$ cat src/filter_pkg.sv
`default_nettype none

// datapath widths and number formats of the biquad section
package filter_pkg;

	// sample width, signed two's complement fraction
	localparam int DATA_W = 8;

	// coefficient width, top bits of each 16-bit bus register
	localparam int COEF_W = 8;

	// three guard bits hold the sum of five full products
	localparam int ACC_W = DATA_W + COEF_W + 3;

	// products carry COEF_W-1 fraction bits from the coefficient
	localparam int FRAC_SHIFT = COEF_W - 1;

	typedef logic signed [DATA_W-1:0] sample_t;
	typedef logic signed [COEF_W-1:0] coef_t;
	typedef logic signed [ACC_W-1:0]  acc_t;

	// output clamp limits, most positive and most negative sample
	localparam sample_t SAMPLE_MAX = sample_t'((2 ** (DATA_W - 1)) - 1);
	localparam sample_t SAMPLE_MIN = sample_t'(-(2 ** (DATA_W - 1)));

endpackage

`default_nettype wire

$ cat src/regmap_pkg.sv
`default_nettype none

// bus side of the coefficient register file
package regmap_pkg;

	// bus data word and address widths
	localparam int BUS_W  = 16;
	localparam int ADDR_W = 3;

	typedef logic [BUS_W-1:0]  bus_word_t;
	typedef logic [ADDR_W-1:0] bus_addr_t;

	// coefficient address map, addresses 5 to 7 are unused
	localparam bus_addr_t ADDR_A11 = 3'd0;
	localparam bus_addr_t ADDR_A12 = 3'd1;
	localparam bus_addr_t ADDR_B10 = 3'd2;
	localparam bus_addr_t ADDR_B11 = 3'd3;
	localparam bus_addr_t ADDR_B12 = 3'd4;

	// value read back from an unused address
	localparam bus_word_t RDATA_UNUSED = '0;

	// every coefficient starts out as zero
	localparam bus_word_t COEF_RESET = '0;

endpackage

`default_nettype wire

$ cat src/coef_if.sv
`timescale 1ns/10ps
`default_nettype none

// the five truncated coefficients between register file and taps
interface coef_if
	import filter_pkg::*;
();

	// pole coefficients
	coef_t a11;
	coef_t a12;

	// zero coefficients
	coef_t b10;
	coef_t b11;
	coef_t b12;

	// register file drives every coefficient
	modport regs (output a11, a12, b10, b11, b12);

	// feedforward taps only need the zeros
	modport ff (input b10, b11, b12);

	// feedback taps only need the poles
	modport fb (input a11, a12);

endinterface

`default_nettype wire

$ cat src/biquad_top.sv
`timescale 1ns/10ps
`default_nettype none

// biquad section with bus-programmable coefficients
module biquad_top
	import filter_pkg::*;
	import regmap_pkg::*;
(
	input  wire             clk,
	input  wire             nreset,

	// coefficient bus
	input  wire             stb_i,
	input  wire             we_i,
	input  wire bus_addr_t  adr_i,
	input  wire bus_word_t  dat_i,
	output bus_word_t       dat_o,
	output logic            ack_o,

	// sample stream
	input  wire             valid_i,
	input  wire sample_t    x_i,
	output sample_t         y_o,
	output logic            y_valid_o
);

	// partial sums into the output stage
	acc_t ff_sum;
	logic ff_valid;
	acc_t fb_sum;

	// truncated coefficients
	coef_if coef_bus ();

	coef_regs u_coef_regs (
		.clk    (clk),
		.nreset (nreset),
		.stb_i  (stb_i),
		.we_i   (we_i),
		.adr_i  (adr_i),
		.dat_i  (dat_i),
		.dat_o  (dat_o),
		.ack_o  (ack_o),
		.coef   (coef_bus.regs)
	);

	feedforward_taps u_ff_taps (
		.clk        (clk),
		.nreset     (nreset),
		.valid_i    (valid_i),
		.x_i        (x_i),
		.coef       (coef_bus.ff),
		.ff_sum_o   (ff_sum),
		.ff_valid_o (ff_valid)
	);

	// outputs loop straight back into the pole section
	feedback_taps u_fb_taps (
		.clk       (clk),
		.nreset    (nreset),
		.y_i       (y_o),
		.y_valid_i (y_valid_o),
		.coef      (coef_bus.fb),
		.fb_sum_o  (fb_sum)
	);

	output_stage u_output_stage (
		.clk        (clk),
		.nreset     (nreset),
		.ff_sum_i   (ff_sum),
		.ff_valid_i (ff_valid),
		.fb_sum_i   (fb_sum),
		.y_o        (y_o),
		.y_valid_o  (y_valid_o)
	);

endmodule

`default_nettype wire

$ cat src/coef_regs.sv
`timescale 1ns/10ps
`default_nettype none

// bus register file holding the five filter coefficients
module coef_regs
	import filter_pkg::*;
	import regmap_pkg::*;
(
	input  wire             clk,
	input  wire             nreset,
	input  wire             stb_i,
	input  wire             we_i,
	input  wire bus_addr_t  adr_i,
	input  wire bus_word_t  dat_i,
	output bus_word_t       dat_o,
	output logic            ack_o,
	coef_if.regs            coef
);

	// full 16-bit words as written by the bus
	bus_word_t a11_q;
	bus_word_t a12_q;
	bus_word_t b10_q;
	bus_word_t b11_q;
	bus_word_t b12_q;

	// single-cycle slave, ack mirrors the strobe
	assign ack_o = stb_i;

	// write on any edge with strobe and write enable high
	always_ff @(posedge clk or negedge nreset)
	begin
		if (!nreset)
		begin
			a11_q <= COEF_RESET;
			a12_q <= COEF_RESET;
			b10_q <= COEF_RESET;
			b11_q <= COEF_RESET;
			b12_q <= COEF_RESET;
		end
		else if (stb_i && we_i)
		begin
			case (adr_i)
				ADDR_A11: a11_q <= dat_i;
				ADDR_A12: a12_q <= dat_i;
				ADDR_B10: b10_q <= dat_i;
				ADDR_B11: b11_q <= dat_i;
				ADDR_B12: b12_q <= dat_i;
				// unused addresses swallow the write
				default: ;
			endcase
		end
	end

	// read back the whole word, not the truncated coefficient
	always_comb
	begin
		case (adr_i)
			ADDR_A11: dat_o = a11_q;
			ADDR_A12: dat_o = a12_q;
			ADDR_B10: dat_o = b10_q;
			ADDR_B11: dat_o = b11_q;
			ADDR_B12: dat_o = b12_q;
			default:  dat_o = RDATA_UNUSED;
		endcase
	end

	// filter sees only the top COEF_W bits, low bits are dropped
	assign coef.a11 = a11_q[BUS_W-1 -: COEF_W];
	assign coef.a12 = a12_q[BUS_W-1 -: COEF_W];
	assign coef.b10 = b10_q[BUS_W-1 -: COEF_W];
	assign coef.b11 = b11_q[BUS_W-1 -: COEF_W];
	assign coef.b12 = b12_q[BUS_W-1 -: COEF_W];

endmodule

`default_nettype wire

$ cat src/feedback_taps.sv
`timescale 1ns/10ps
`default_nettype none

// pole section: output history and combinational sum of the two a terms
module feedback_taps
	import filter_pkg::*;
(
	input  wire           clk,
	input  wire           nreset,
	input  wire sample_t  y_i,
	input  wire           y_valid_i,
	coef_if.fb            coef,
	output acc_t          fb_sum_o
);

	// captured outputs, shifted one cycle after each new output
	sample_t y_m1;
	sample_t y_m2;

	// the two past outputs the next sample must see
	sample_t y_prev1;
	sample_t y_prev2;

	// newest output always sits on y_i, the stage holds it between samples
	assign y_prev1 = y_i;

	// while y_valid_i is high the fresh output is not shifted in yet,
	// so the older one is still in y_m1
	assign y_prev2 = y_valid_i ? y_m1 : y_m2;

	always_ff @(posedge clk or negedge nreset)
	begin
		if (!nreset)
		begin
			y_m1 <= '0;
			y_m2 <= '0;
		end
		else if (y_valid_i)
		begin
			y_m1 <= y_i;
			y_m2 <= y_m1;
		end
	end

	// feedback terms are added, the coefficient carries the sign
	assign fb_sum_o = acc_t'(coef.a11 * y_prev1) + acc_t'(coef.a12 * y_prev2);

endmodule

`default_nettype wire

$ cat src/feedforward_taps.sv
`timescale 1ns/10ps
`default_nettype none

// zero section: input history and registered sum of the three b terms
module feedforward_taps
	import filter_pkg::*;
(
	input  wire           clk,
	input  wire           nreset,
	input  wire           valid_i,
	input  wire sample_t  x_i,
	coef_if.ff            coef,
	output acc_t          ff_sum_o,
	output logic          ff_valid_o
);

	// x[n-1] and x[n-2]
	sample_t x_m1;
	sample_t x_m2;

	// signed products, sign extended to the accumulator width
	acc_t prod_b10;
	acc_t prod_b11;
	acc_t prod_b12;

	assign prod_b10 = coef.b10 * x_i;
	assign prod_b11 = coef.b11 * x_m1;
	assign prod_b12 = coef.b12 * x_m2;

	// history advances only on accepted samples
	always_ff @(posedge clk or negedge nreset)
	begin
		if (!nreset)
		begin
			x_m1 <= '0;
			x_m2 <= '0;
		end
		else if (valid_i)
		begin
			x_m1 <= x_i;
			x_m2 <= x_m1;
		end
	end

	// partial sum held until the next sample, valid is a one-cycle pulse
	always_ff @(posedge clk or negedge nreset)
	begin
		if (!nreset)
		begin
			ff_sum_o   <= '0;
			ff_valid_o <= 1'b0;
		end
		else
		begin
			ff_valid_o <= valid_i;
			if (valid_i)
			begin
				ff_sum_o <= prod_b10 + prod_b11 + prod_b12;
			end
		end
	end

endmodule

`default_nettype wire

$ cat src/output_stage.sv
`timescale 1ns/10ps
`default_nettype none

// combines both partial sums, rescales, clamps and registers the output
module output_stage
	import filter_pkg::*;
(
	input  wire         clk,
	input  wire         nreset,
	input  wire acc_t   ff_sum_i,
	input  wire         ff_valid_i,
	input  wire acc_t   fb_sum_i,
	output sample_t     y_o,
	output logic        y_valid_o
);

	acc_t    acc_sum;
	acc_t    acc_scaled;
	sample_t y_sat;

	assign acc_sum = ff_sum_i + fb_sum_i;

	// drop the coefficient fraction bits, floors toward minus infinity
	assign acc_scaled = acc_sum >>> FRAC_SHIFT;

	// clamp to the sample range
	always_comb
	begin
		if (acc_scaled > SAMPLE_MAX)
			y_sat = SAMPLE_MAX;
		else if (acc_scaled < SAMPLE_MIN)
			y_sat = SAMPLE_MIN;
		else
			y_sat = sample_t'(acc_scaled);
	end

	// y_o holds its value between samples, feedback taps rely on that
	always_ff @(posedge clk or negedge nreset)
	begin
		if (!nreset)
		begin
			y_o       <= '0;
			y_valid_o <= 1'b0;
		end
		else
		begin
			y_valid_o <= ff_valid_i;
			if (ff_valid_i)
				y_o <= y_sat;
		end
	end

endmodule

`default_nettype wire

$ cat config.mk
export PLATFORM = sky130hd
export DESIGN_NAME = biquad_top
export DESIGN_NICKNAME = d
export VERILOG_FILES = /design/src/filter_pkg.sv /design/src/regmap_pkg.sv /design/src/coef_if.sv /design/src/biquad_top.sv /design/src/coef_regs.sv /design/src/feedback_taps.sv /design/src/feedforward_taps.sv /design/src/output_stage.sv
export SDC_FILE = /design/constraint.sdc
export NUM_CORES = 1
export LEC_CHECK = 0
export BUFFER_PORTS_ARGS = -buffer_cell sky130_fd_sc_hd__buf_4
export CAP_MARGIN = 20
export CELL_PAD_IN_SITES_DETAIL_PLACEMENT = 0
export CELL_PAD_IN_SITES_GLOBAL_PLACEMENT = 1
export CORE_MARGIN = 2
export CORE_UTILIZATION = 52
export CTS_CLUSTER_DIAMETER = 200
export DETAILED_ROUTE_END_ITERATION = 16
export HOLD_SLACK_MARGIN = 0.12
export PLACE_DENSITY_LB_ADDON = 0.25
export SLEW_MARGIN = 20
export SYNTH_ARGS = -nofsm -noshare
export SYNTH_HDL_FRONTEND = slang
export SYNTH_SLANG_ARGS = --single-unit
$ cat constraint.sdc
create_clock -name clk -period 8.9 [get_ports clk]
set_clock_uncertainty 0.2 [all_clocks]
set_input_delay 1.335 -clock clk [delete_from_list [all_inputs] [get_ports clk]]
set_output_delay 1.335 -clock clk [all_outputs]
set_load 0.005 [all_outputs]
==> impl_metrics.tcl, run 1 <==
set metrics [dict create \
    synth-simple-area-share_pct 12.21 \
    die_h_um 201.6 \
    clk_pin_slew_worst_paths_ns 0.07 \
    cts_tree "built" \
    synth_seq_cells 141 \
    fin_tns_setup_ns 0 \
    wl_per_cell_um 17.42 \
    critPathTopFamily "adder cells" \
    grt_util_met2_pct 41.50 \
    antenna_found_initial 0 \
    worstPathBufferInverterCount 4 \
    cts_buffers 17 \
    crit_fanout 8 \
    crit_path_frequent_cell "fa_1" \
    busiest_layer "met2" \
    setup_viol 0 \
    wirelength_um 45930 \
    first_pass_iters 5 \
    synth_fa_ha_area_share_pct 41.42 \
    h-tree-depth 4 \
    port_buffers 57 \
    cp-start-kind "flip-flop" \
    synthToLayoutAreaGrowth_pct 7.158 \
    fp.coreArea_mm2 0.03856 \
    fin_nets 2626 \
    yosys_warnings 0 \
    max_stage_delay_ns 0.73 \
    grt_max_degree 81 \
    postCtsHoldBufs 0 \
    synth.mux.area_fraction_pct 7.134 \
    post-route-period-util_pct 88.07 \
    grt_pass1_wl_um 76910 \
    grt_pass1_vias 14642 \
    cts_buffer_depth 2 \
    finalCriticalPeriod_ns 7.838 \
    syn_inst 2092 \
    synth_edf_count 0 \
    hold_path.class "reg -> reg" \
    syn_area_per_cell_um2 9.709 \
    end_kind "flip-flop" \
    drt_iter0_markers 705 \
    synth_cell_types 65 \
    synth-main-ff-cell "dfrtp_1" \
    rsz0062_at_grt "no" \
    grtUsageMet1_pct 31.71 \
    vias 13728 \
    cap_violations 0 \
    cts_setup_buffers 0 \
    finalHoldViolCount 0 \
    hpwlAfterDp_um 36990 \
    setup.worst_path.class "reg -> reg" \
    cts-root-buf "clkbuf_16" \
    drc 0 \
    crit_slowest_cell "mux2i_1" \
    synth_fp_nets 2611 \
    dieArea_mm2 0.04066 \
    cts.repair.resized 0 \
    boundaryPins 58 \
    fmax_mhz 127.6 \
    initial_core_util_pct 52.68 \
    cts_sinks 141 \
    synth_top_family_by_area "adder cells" \
    synth_area_mm2 0.02031 \
    clk_latency_ns 0.47 \
    max_slew_margin_pct 43.00 \
    grt.met3_usage_pct 2.608 \
    synth_xor_area_share_pct 4.583 \
    groute.usage.overall_pct 24.13 \
    grt.overflow.total 0 \
    core.rowCount 72 \
    avgViaCountPerCell 5.206 \
    critPathRequiredTime_ns 9.03 \
    die_w_um 201.6 \
    synth_top_area_share_pct 30.46 \
    arrival_ns 7.96 \
    yosysSeqAreaShare_pct 17.37 \
    worst_pin_slew_ns 0.8312 \
    gp_congestion 0.8448 \
    status "completed" \
    drive_gt1_share_pct 10.67 \
    antenna_cells 0 \
    synth-async-reset-ratio_pct 100.0 \
    ant_nets 0 \
    yosysTopAreaCell "fa_1" \
    synth-compound-area-share_pct 6.973 \
    synth_area_leaders "fa_1 (30%), dfrtp_1 (17%), ha_1 (11%)" \
    drv_slew 0 \
]
## kinds of logic after synthesis
family,Yosys count
buf+inv,552
mux,131
fa+ha+maj,487
flops,141
compound gates,216
simple gates,462
xor+xnor,103
## Yosys cell counts, types with 12 or more instances
cell type,number
nor2b_1,36
nand2_1,108
nor2_1,52
o21ai_0,37
mux2_2,110
nand3_1,14
o22ai_1,19
nor3_1,15
nand2b_1,35
xor2_1,35
ha_1,178
o21bai_1,12
clkbuf_1,60
xnor2_1,66
inv_1,480
a22oi_1,15
mux2i_1,21
a21oi_1,63
a21o_1,19
and2_1,176
dfrtp_1,141
fa_1,309
## sequential cells by signal (all words and copies together), names as in the netlist, 8 cells and up
name                count
u_fb_taps.y_m1          8
u_coef_regs.a12_q      16
u_coef_regs.b12_q      16
u_output_stage.y_o      8
u_ff_taps.ff_sum_o     19
u_ff_taps.x_m2          8
u_fb_taps.y_m2          8
u_coef_regs.b10_q      16
u_ff_taps.x_m1          8
u_coef_regs.b11_q      16
u_coef_regs.a11_q      16
## worst reg2reg max path: stages, from the launching register on
cell and delay (ns):
dfrtp_1 0.44, mux2i_1 0.73, inv_1 0.23, fa_1 0.57, inv_1 0.05, fa_1 0.49
inv_1 0.06, fa_1 0.55, fa_1 0.42, ha_1 0.32, o21ai_0 0.13, a21oi_1 0.12
o21ai_0 0.16, nand2b_1 0.11, a21o_1 0.19, a21o_1 0.19, a21o_1 0.18, a21oi_1 0.16
xor2_1 0.31, fa_1 0.47, inv_1 0.06, ha_1 0.26, o21ai_0 0.18, a21oi_1 0.11
and2_2 0.20, xor2_1 0.14, a41o_2 0.34, a311o_1 0.36
## final cells by class
class,count,area (µm²)
fill,3526,16790
tap,518,648.1
clock inverter,13,131.4
multi-input combinational,1399,14700
clock buffer,18,429.2
inverter,481,1805
timing repair buffer,67,518.0
sequential,141,3528
## metrics by stage
| step | area, µm² | util [%] | hold WS [ns] | setup slack, ns | instances |
|---|---|---|---|---|---|
| after floorplan | 20310 | - | 0.2750 | 1.392 | 2092 |
| after global placement | 21190 | 54.95 | 0.2884 | 1.243 | 2605 |
| after detailed placement | 21190 | 54.95 | 0.2945 | 1.106 | 2605 |
| after CTS | 21750 | 56.40 | 0.3094 | 1.085 | 2636 |
| after global routing | 21760 | 56.45 | 0.3179 | 0.5386 | 2637 |
| final | 21760 | 56.45 | 0.3107 | 1.062 | 2637 |
## layout by cell type (no fill, tap or decap), types with 7 or more instances in the layout
cell type	n
xnor2_1	66
a22oi_1	15
nor2_1	52
o21ai_0	37
nor3_1	13
clkbuf_16	17
nor2b_1	36
nand3b_1	7
nand3_1	14
fa_1	309
nand2b_1	35
mux2_2	110
dfrtp_1	141
ha_1	178
o22ai_1	19
a21o_1	19
xor2_1	35
a311o_1	7
nand2_1	108
mux2i_1	21
a21oi_1	63
inv_1	480
o21a_1	10
buf_4	64
o21bai_1	12
and2_1	176
## layer usage
layer | routed length, µm | up-vias | share of wire, %
li1 | - | 6492 | -
met1 | 19800 | 6971 | 43
met2 | 23400 | 213 | 51
met3 | 1301 | 52 | 2.8
met4 | 1427 | 0 | 3.1
met5 | 0 | - | 0
## worst paths after layout
kind	startpoint	end	slack, ns	cells after the start
max	u_output_stage.y_valid_o	u_output_stage.y_o[6]	1.06	27
min	u_coef_regs.b11_q[5]	u_coef_regs.b11_q[5]	0.31	1
max reg2reg	u_output_stage.y_valid_o	u_output_stage.y_o[6]	1.06	27
min reg2reg	u_coef_regs.b11_q[5]	u_coef_regs.b11_q[5]	0.31	1
max in group asynchronous	nreset	u_coef_regs.a11_q[8]	6.60	2
min in group asynchronous	nreset	u_ff_taps.ff_sum_o[16]	0.69	1
Power of run 1 is not shown: default switching activity piles up to over one toggle a cycle in this logic, so the estimate is an artifact.
==> run 2, diff against run 1 <==
Settings changed: CORE_UTILIZATION 52 to 53, SYNTH_HIERARCHICAL set to 1.
==> run 2 against run 1 <==
Effect of this change: final area is 1.1% higher; first-iteration DRC count is 11% lower; critical path type unchanged; cell count is 4.2% lower; register-to-register slack worse by 0.59 ns; synthesized cell count is 4.8% lower; routed wire length is 6.4% higher.
==> impl_metrics.tcl, run 2 <==
set metrics [dict create \
    rsz0062_at_grt "no" \
    postCtsHoldBufs 0 \
    final-seq-area_mm2 0.003505 \
    yosys_warnings 6 \
    port_buffers 57 \
    drc 0 \
    cts_sinks 140 \
    fin_tns_setup_ns 0 \
    boundaryPins 58 \
    drv_slew 0 \
    cts.repair.resized 0 \
    setup.worst_path.class "reg -> reg" \
    drive_gt1_share_pct 13.44 \
    fillers 3415 \
    layout_commonest_cell "inv_1" \
    synth_top_area_share_pct 36.38 \
    clk_latency_ns 0.45 \
    grt_pass1_vias 14791 \
    dp_cells 2495 \
    synthToLayoutAreaGrowth_pct 6.068 \
    largest_reg_flops 18 \
    fp.coreArea_mm2 0.03865 \
    cap_violations 0 \
    synth_fp_nets 2543 \
    avgViaCountPerCell 5.356 \
    antenna_found_initial 0 \
    clk_pin_slew_worst_paths_ns 0.07 \
    cts_buffers 17 \
    antenna_cells 0 \
    cts_tree "built" \
    grt_max_degree 87 \
    synth_seq_cells 140 \
    setup_viol 0 \
    finalHoldViolCount 0 \
    synth_cell_types 82 \
    die_w_um 201.8 \
    post-route-period-util_pct 94.69 \
    critPathRequiredTime_ns 9.01 \
    gp_congestion 0.8888 \
    synth-main-ff-cell "dfrtp_1" \
    first_pass_iters 6 \
    regMostFlops "u_ff_taps/ff_sum_o" \
    multi_input_area_mm2 0.01495 \
    synth_area_leaders "fa_1 (36%), dfrtp_1 (17%), ha_1 (8.6%)" \
    finalCriticalPeriod_ns 8.427 \
    synth_common_cells "inv_1 (461), fa_1 (377), and2_1 (152)" \
    arrival_ns 8.54 \
    die_h_um 201.8 \
    hold_path.class "reg -> reg" \
    critPathTopFamily "adder cells" \
    synth.most_common_cell "inv_1" \
    grt.overflow.total 0 \
    max_slew_margin_pct 26.69 \
    crit_path_frequent_cell "fa_1" \
    yosysSeqAreaShare_pct 16.89 \
    syn_area_per_cell_um2 10.42 \
    synth_edf_count 0 \
    vias 13535 \
    layout.cells.non_filler 2527 \
    drt_iter0_markers 627 \
    crit_fanout 10 \
    ant_nets 0 \
    max_stage_delay_ns 0.55 \
    cts-root-buf "clkbuf_16" \
    worstPathBufferInverterCount 5 \
    fmax_mhz 118.7 \
    end_kind "flip-flop" \
    grt_pass1_wl_um 79990 \
    yosysTopAreaCell "fa_1" \
    wl_per_cell_um 19.34 \
    core.rowCount 72 \
    status "completed" \
    groute.usage.overall_pct 25.44 \
    fin_nets 2548 \
    cts_setup_buffers 0 \
    initial_core_util_pct 53.67 \
    cp-start-kind "flip-flop" \
    h-tree-depth 4 \
    hpwlAfterDp_um 39920 \
    crit_slowest_cell "fa_1" \
    syn_inst 1991 \
    cts_buffer_depth 2 \
    dieArea_mm2 0.04074 \
    layout_common_cells "inv_1 (461), fa_1 (377), and2_1 (152), ha_1 (143), dfrtp_1 (139)" \
    synth-async-reset-ratio_pct 100.0 \
    worst_pin_slew_ns 1.100 \
    wirelength_um 48870 \
    synth_area_mm2 0.02074 \
]
## run 2: cells by family (layout without fill, tap and decap cells)
group	after synthesis	in the layout	share of synthesized area, %
flops	140	140	16.89
compound gates	179	179	6.472
fa+ha+maj	520	520	45.01
buf+inv	552	570	11.08
xor+xnor	58	58	2.449
mux	140	140	7.817
simple gates	402	402	10.28
## run 2: metal layers
metal / global-route usage [%] / vias up / routed length [µm]
li1: - / 6128 / -
met2: 42.75 / 323 / 24090
met4: 7.511 / 0 / 1390
met1: 34.80 / 7011 / 21510
met3: 3.225 / 73 / 1886
met5: 0 / - / 0
## run 2: worst paths after layout
kind | startpoint | end | slack, ns | cells after the start
setup / recovery | u_output_stage/y_valid_o | u_output_stage/y_o[2] | 0.47 | 28
hold / removal | u_coef_regs/b11_q[0] | u_coef_regs/b11_q[0] | 0.30 | 1
setup reg to reg | u_output_stage/y_valid_o | u_output_stage/y_o[2] | 0.47 | 28
hold reg to reg | u_coef_regs/b11_q[0] | u_coef_regs/b11_q[0] | 0.30 | 1
max in group asynchronous | nreset | u_coef_regs/b12_q[6] | 6.43 | 2
min in group asynchronous | nreset | u_ff_taps/x_m1[5] | 0.80 | 1
## run 2: worst reg2reg max path, delay by kind of cell (launching register included)
family	cells	cell delay (ns)
fa+ha+maj	8	3.91
buf+inv	5	0.44
simple gates	6	0.91
flops	1	0.49
compound gates	7	1.62
mux	2	0.72
## run 2: layout make-up
| cell class | count | area share, % |
|---|---|---|
| inverter | 466 | 7.950 |
| timing repair buffer | 72 | 2.474 |
| sequential | 140 | 15.93 |
| tap | 518 | 2.946 |
| multi-input combinational | 1299 | 67.96 |
| clock buffer | 18 | 1.951 |
| clock inverter | 14 | 0.7961 |
## run 2: per-stage QoR
step	util, %	hold slack (ns)	instance area (µm²)	setup WS [ns]
after floorplan	-	0.2594	20740	0.8028
after CTS	56.91	0.3058	21990	0.3454
after global placement	55.35	0.2818	21390	0.5924
after global routing	56.93	0.3203	22000	0.03165
after detailed placement	55.35	0.2902	21390	0.3518
final	56.93	0.3042	22000	0.4729
Power of run 2 is left out for the same reason.
==> run 3, diff against run 2 <==
Settings changed: HOLD_SLACK_MARGIN 0.12 to 0.03, PLACE_DENSITY set to 0.94, PLACE_DENSITY_LB_ADDON 0.25 to not set.
==> run 3 against run 2 <==
Effect of this change: non-clock buffer count up 2; die area unchanged; worst setup slack worse by 0.038 ns; worst hold slack worse by 0.00093 ns; flip-flop and latch count unchanged; via count up 2.2%; critical path depth up 1; first-iteration DRC count up 59%.
==> impl_metrics.tcl, run 3 (synthesis gave the netlist of run 2 again) <==
set metrics [dict create \
    status "completed" \
    dieArea_mm2 0.04074 \
    synthToLayoutAreaGrowth_pct 6.146 \
    clk_pin_slew_worst_paths_ns 0.07 \
    initial_core_util_pct 53.67 \
    cap_violations 0 \
    grt_pass1_vias 15496 \
    core.rowCount 72 \
    clk_latency_ns 0.45 \
    post-route-period-util_pct 95.11 \
    end_kind "flip-flop" \
    setup_viol 0 \
    avgViaCountPerCell 5.467 \
    fp.coreArea_mm2 0.03865 \
    port_buffers 57 \
    crit_path_frequent_cell "fa_1" \
    postCtsHoldBufs 0 \
    h-tree-depth 4 \
    cts_buffer_depth 2 \
    drv_slew 0 \
    drt_iter0_markers 999 \
    fin_tns_setup_ns 0 \
    regMostFlops "u_ff_taps/ff_sum_o" \
    first_pass_iters 5 \
    ant_nets 0 \
    grt_pass1_wl_um 80450 \
    max_stage_delay_ns 0.56 \
    grt_max_degree 82 \
    hold_path.class "reg -> reg" \
    fmax_mhz 118.1 \
    wl_per_cell_um 19.32 \
    finalCriticalPeriod_ns 8.465 \
    cts.repair.resized 0 \
    finalHoldViolCount 0 \
    vias 13827 \
    arrival_ns 8.58 \
    setup.worst_path.class "reg -> reg" \
    critPathRequiredTime_ns 9.02 \
    cts_setup_buffers 0 \
    die_w_um 201.8 \
    design_area_mm2 0.02202 \
    placed_area_mm2 0.02139 \
    groute.usage.overall_pct 25.34 \
    layout_common_cells "inv_1 (461), fa_1 (376), and2_1 (152), ha_1 (143), dfrtp_1 (139)" \
    hpwlAfterDp_um 39100 \
    fin_nets 2550 \
    antenna_found_initial 0 \
    layout_commonest_cell "inv_1" \
    crit_slowest_cell "fa_1" \
    cts_sinks 140 \
    gp_congestion 0.9525 \
    cts-root-buf "clkbuf_16" \
    die_h_um 201.8 \
    drive_gt1_share_pct 13.58 \
    cts_buffers 17 \
    worst_pin_slew_ns 0.9943 \
    rsz0062_at_grt "no" \
    drc 0 \
    wirelength_um 48870 \
    max_slew_margin_pct 33.58 \
    largest_reg_flops 18 \
    cp-start-kind "flip-flop" \
    crit_fanout 11 \
    grt.overflow.total 0 \
    boundaryPins 58 \
    cts_tree "built" \
    antenna_cells 0 \
]
==> run 3: final timing paths <==
kind                                          to  slack, ns                      from  cells after the start
min in group asynchronous      u_fb_taps/y_m2[0]       0.72                    nreset                      1
max                        u_output_stage/y_o[2]       0.44  u_output_stage/y_valid_o                     29
min                         u_coef_regs/b10_q[1]       0.30      u_coef_regs/b10_q[1]                      1
min reg2reg                 u_coef_regs/b10_q[1]       0.30      u_coef_regs/b10_q[1]                      1
max reg2reg                u_output_stage/y_o[2]       0.44  u_output_stage/y_valid_o                     29
max in group asynchronous  u_coef_regs/b10_q[12]       6.48                    nreset                      2
==> run 3: worst max-delay path, delay by kind of cell, from the launching register on <==
family	cells	cell delay [ns]
adders and majority gates	8	3.89
buffers and inverters	6	0.54
and+or+nand+nor	7	1.00
AOI/OAI and AO/OA	6	1.51
DFF	1	0.52
muxes	2	0.68
==> run 3: through the flow <==
stage | utilization (%) | hold slack (ns) | cells | setup WS [ns]
final | 56.97 | 0.3032 | 2529 | 0.4351
after global routing | 56.97 | 0.3242 | 2529 | 0.003834
after CTS | 56.88 | 0.3059 | 2527 | 0.2190
after detailed placement | 55.34 | 0.2883 | 2495 | 0.3055
after global placement | 55.34 | 0.2815 | 2495 | 0.6310
after floorplan | - | 0.2594 | 1991 | 0.8028
==> run 3: layer usage <==
metal	track usage (%)	share of wire, %	up-vias
li1	-	-	6129
met1	32.59	41	7166
met2	43.40	50	439
met3	4.289	5.9	93
met4	9.007	3.4	0
met5	0	0	-
==> run 3: area by class of cell <==
type                            count  area [µm²]
Clock buffer                       17       425.4
Inverter                          466        1749
Sequential cell                   140        3505
Timing Repair Buffer               74       570.5
Clock inverter                     15       168.9
Fill cell                        3215       16630
Multi-Input combinational cell   1299       14950
Tap cell                          518       648.1
Power of run 3 is left out for the same reason.
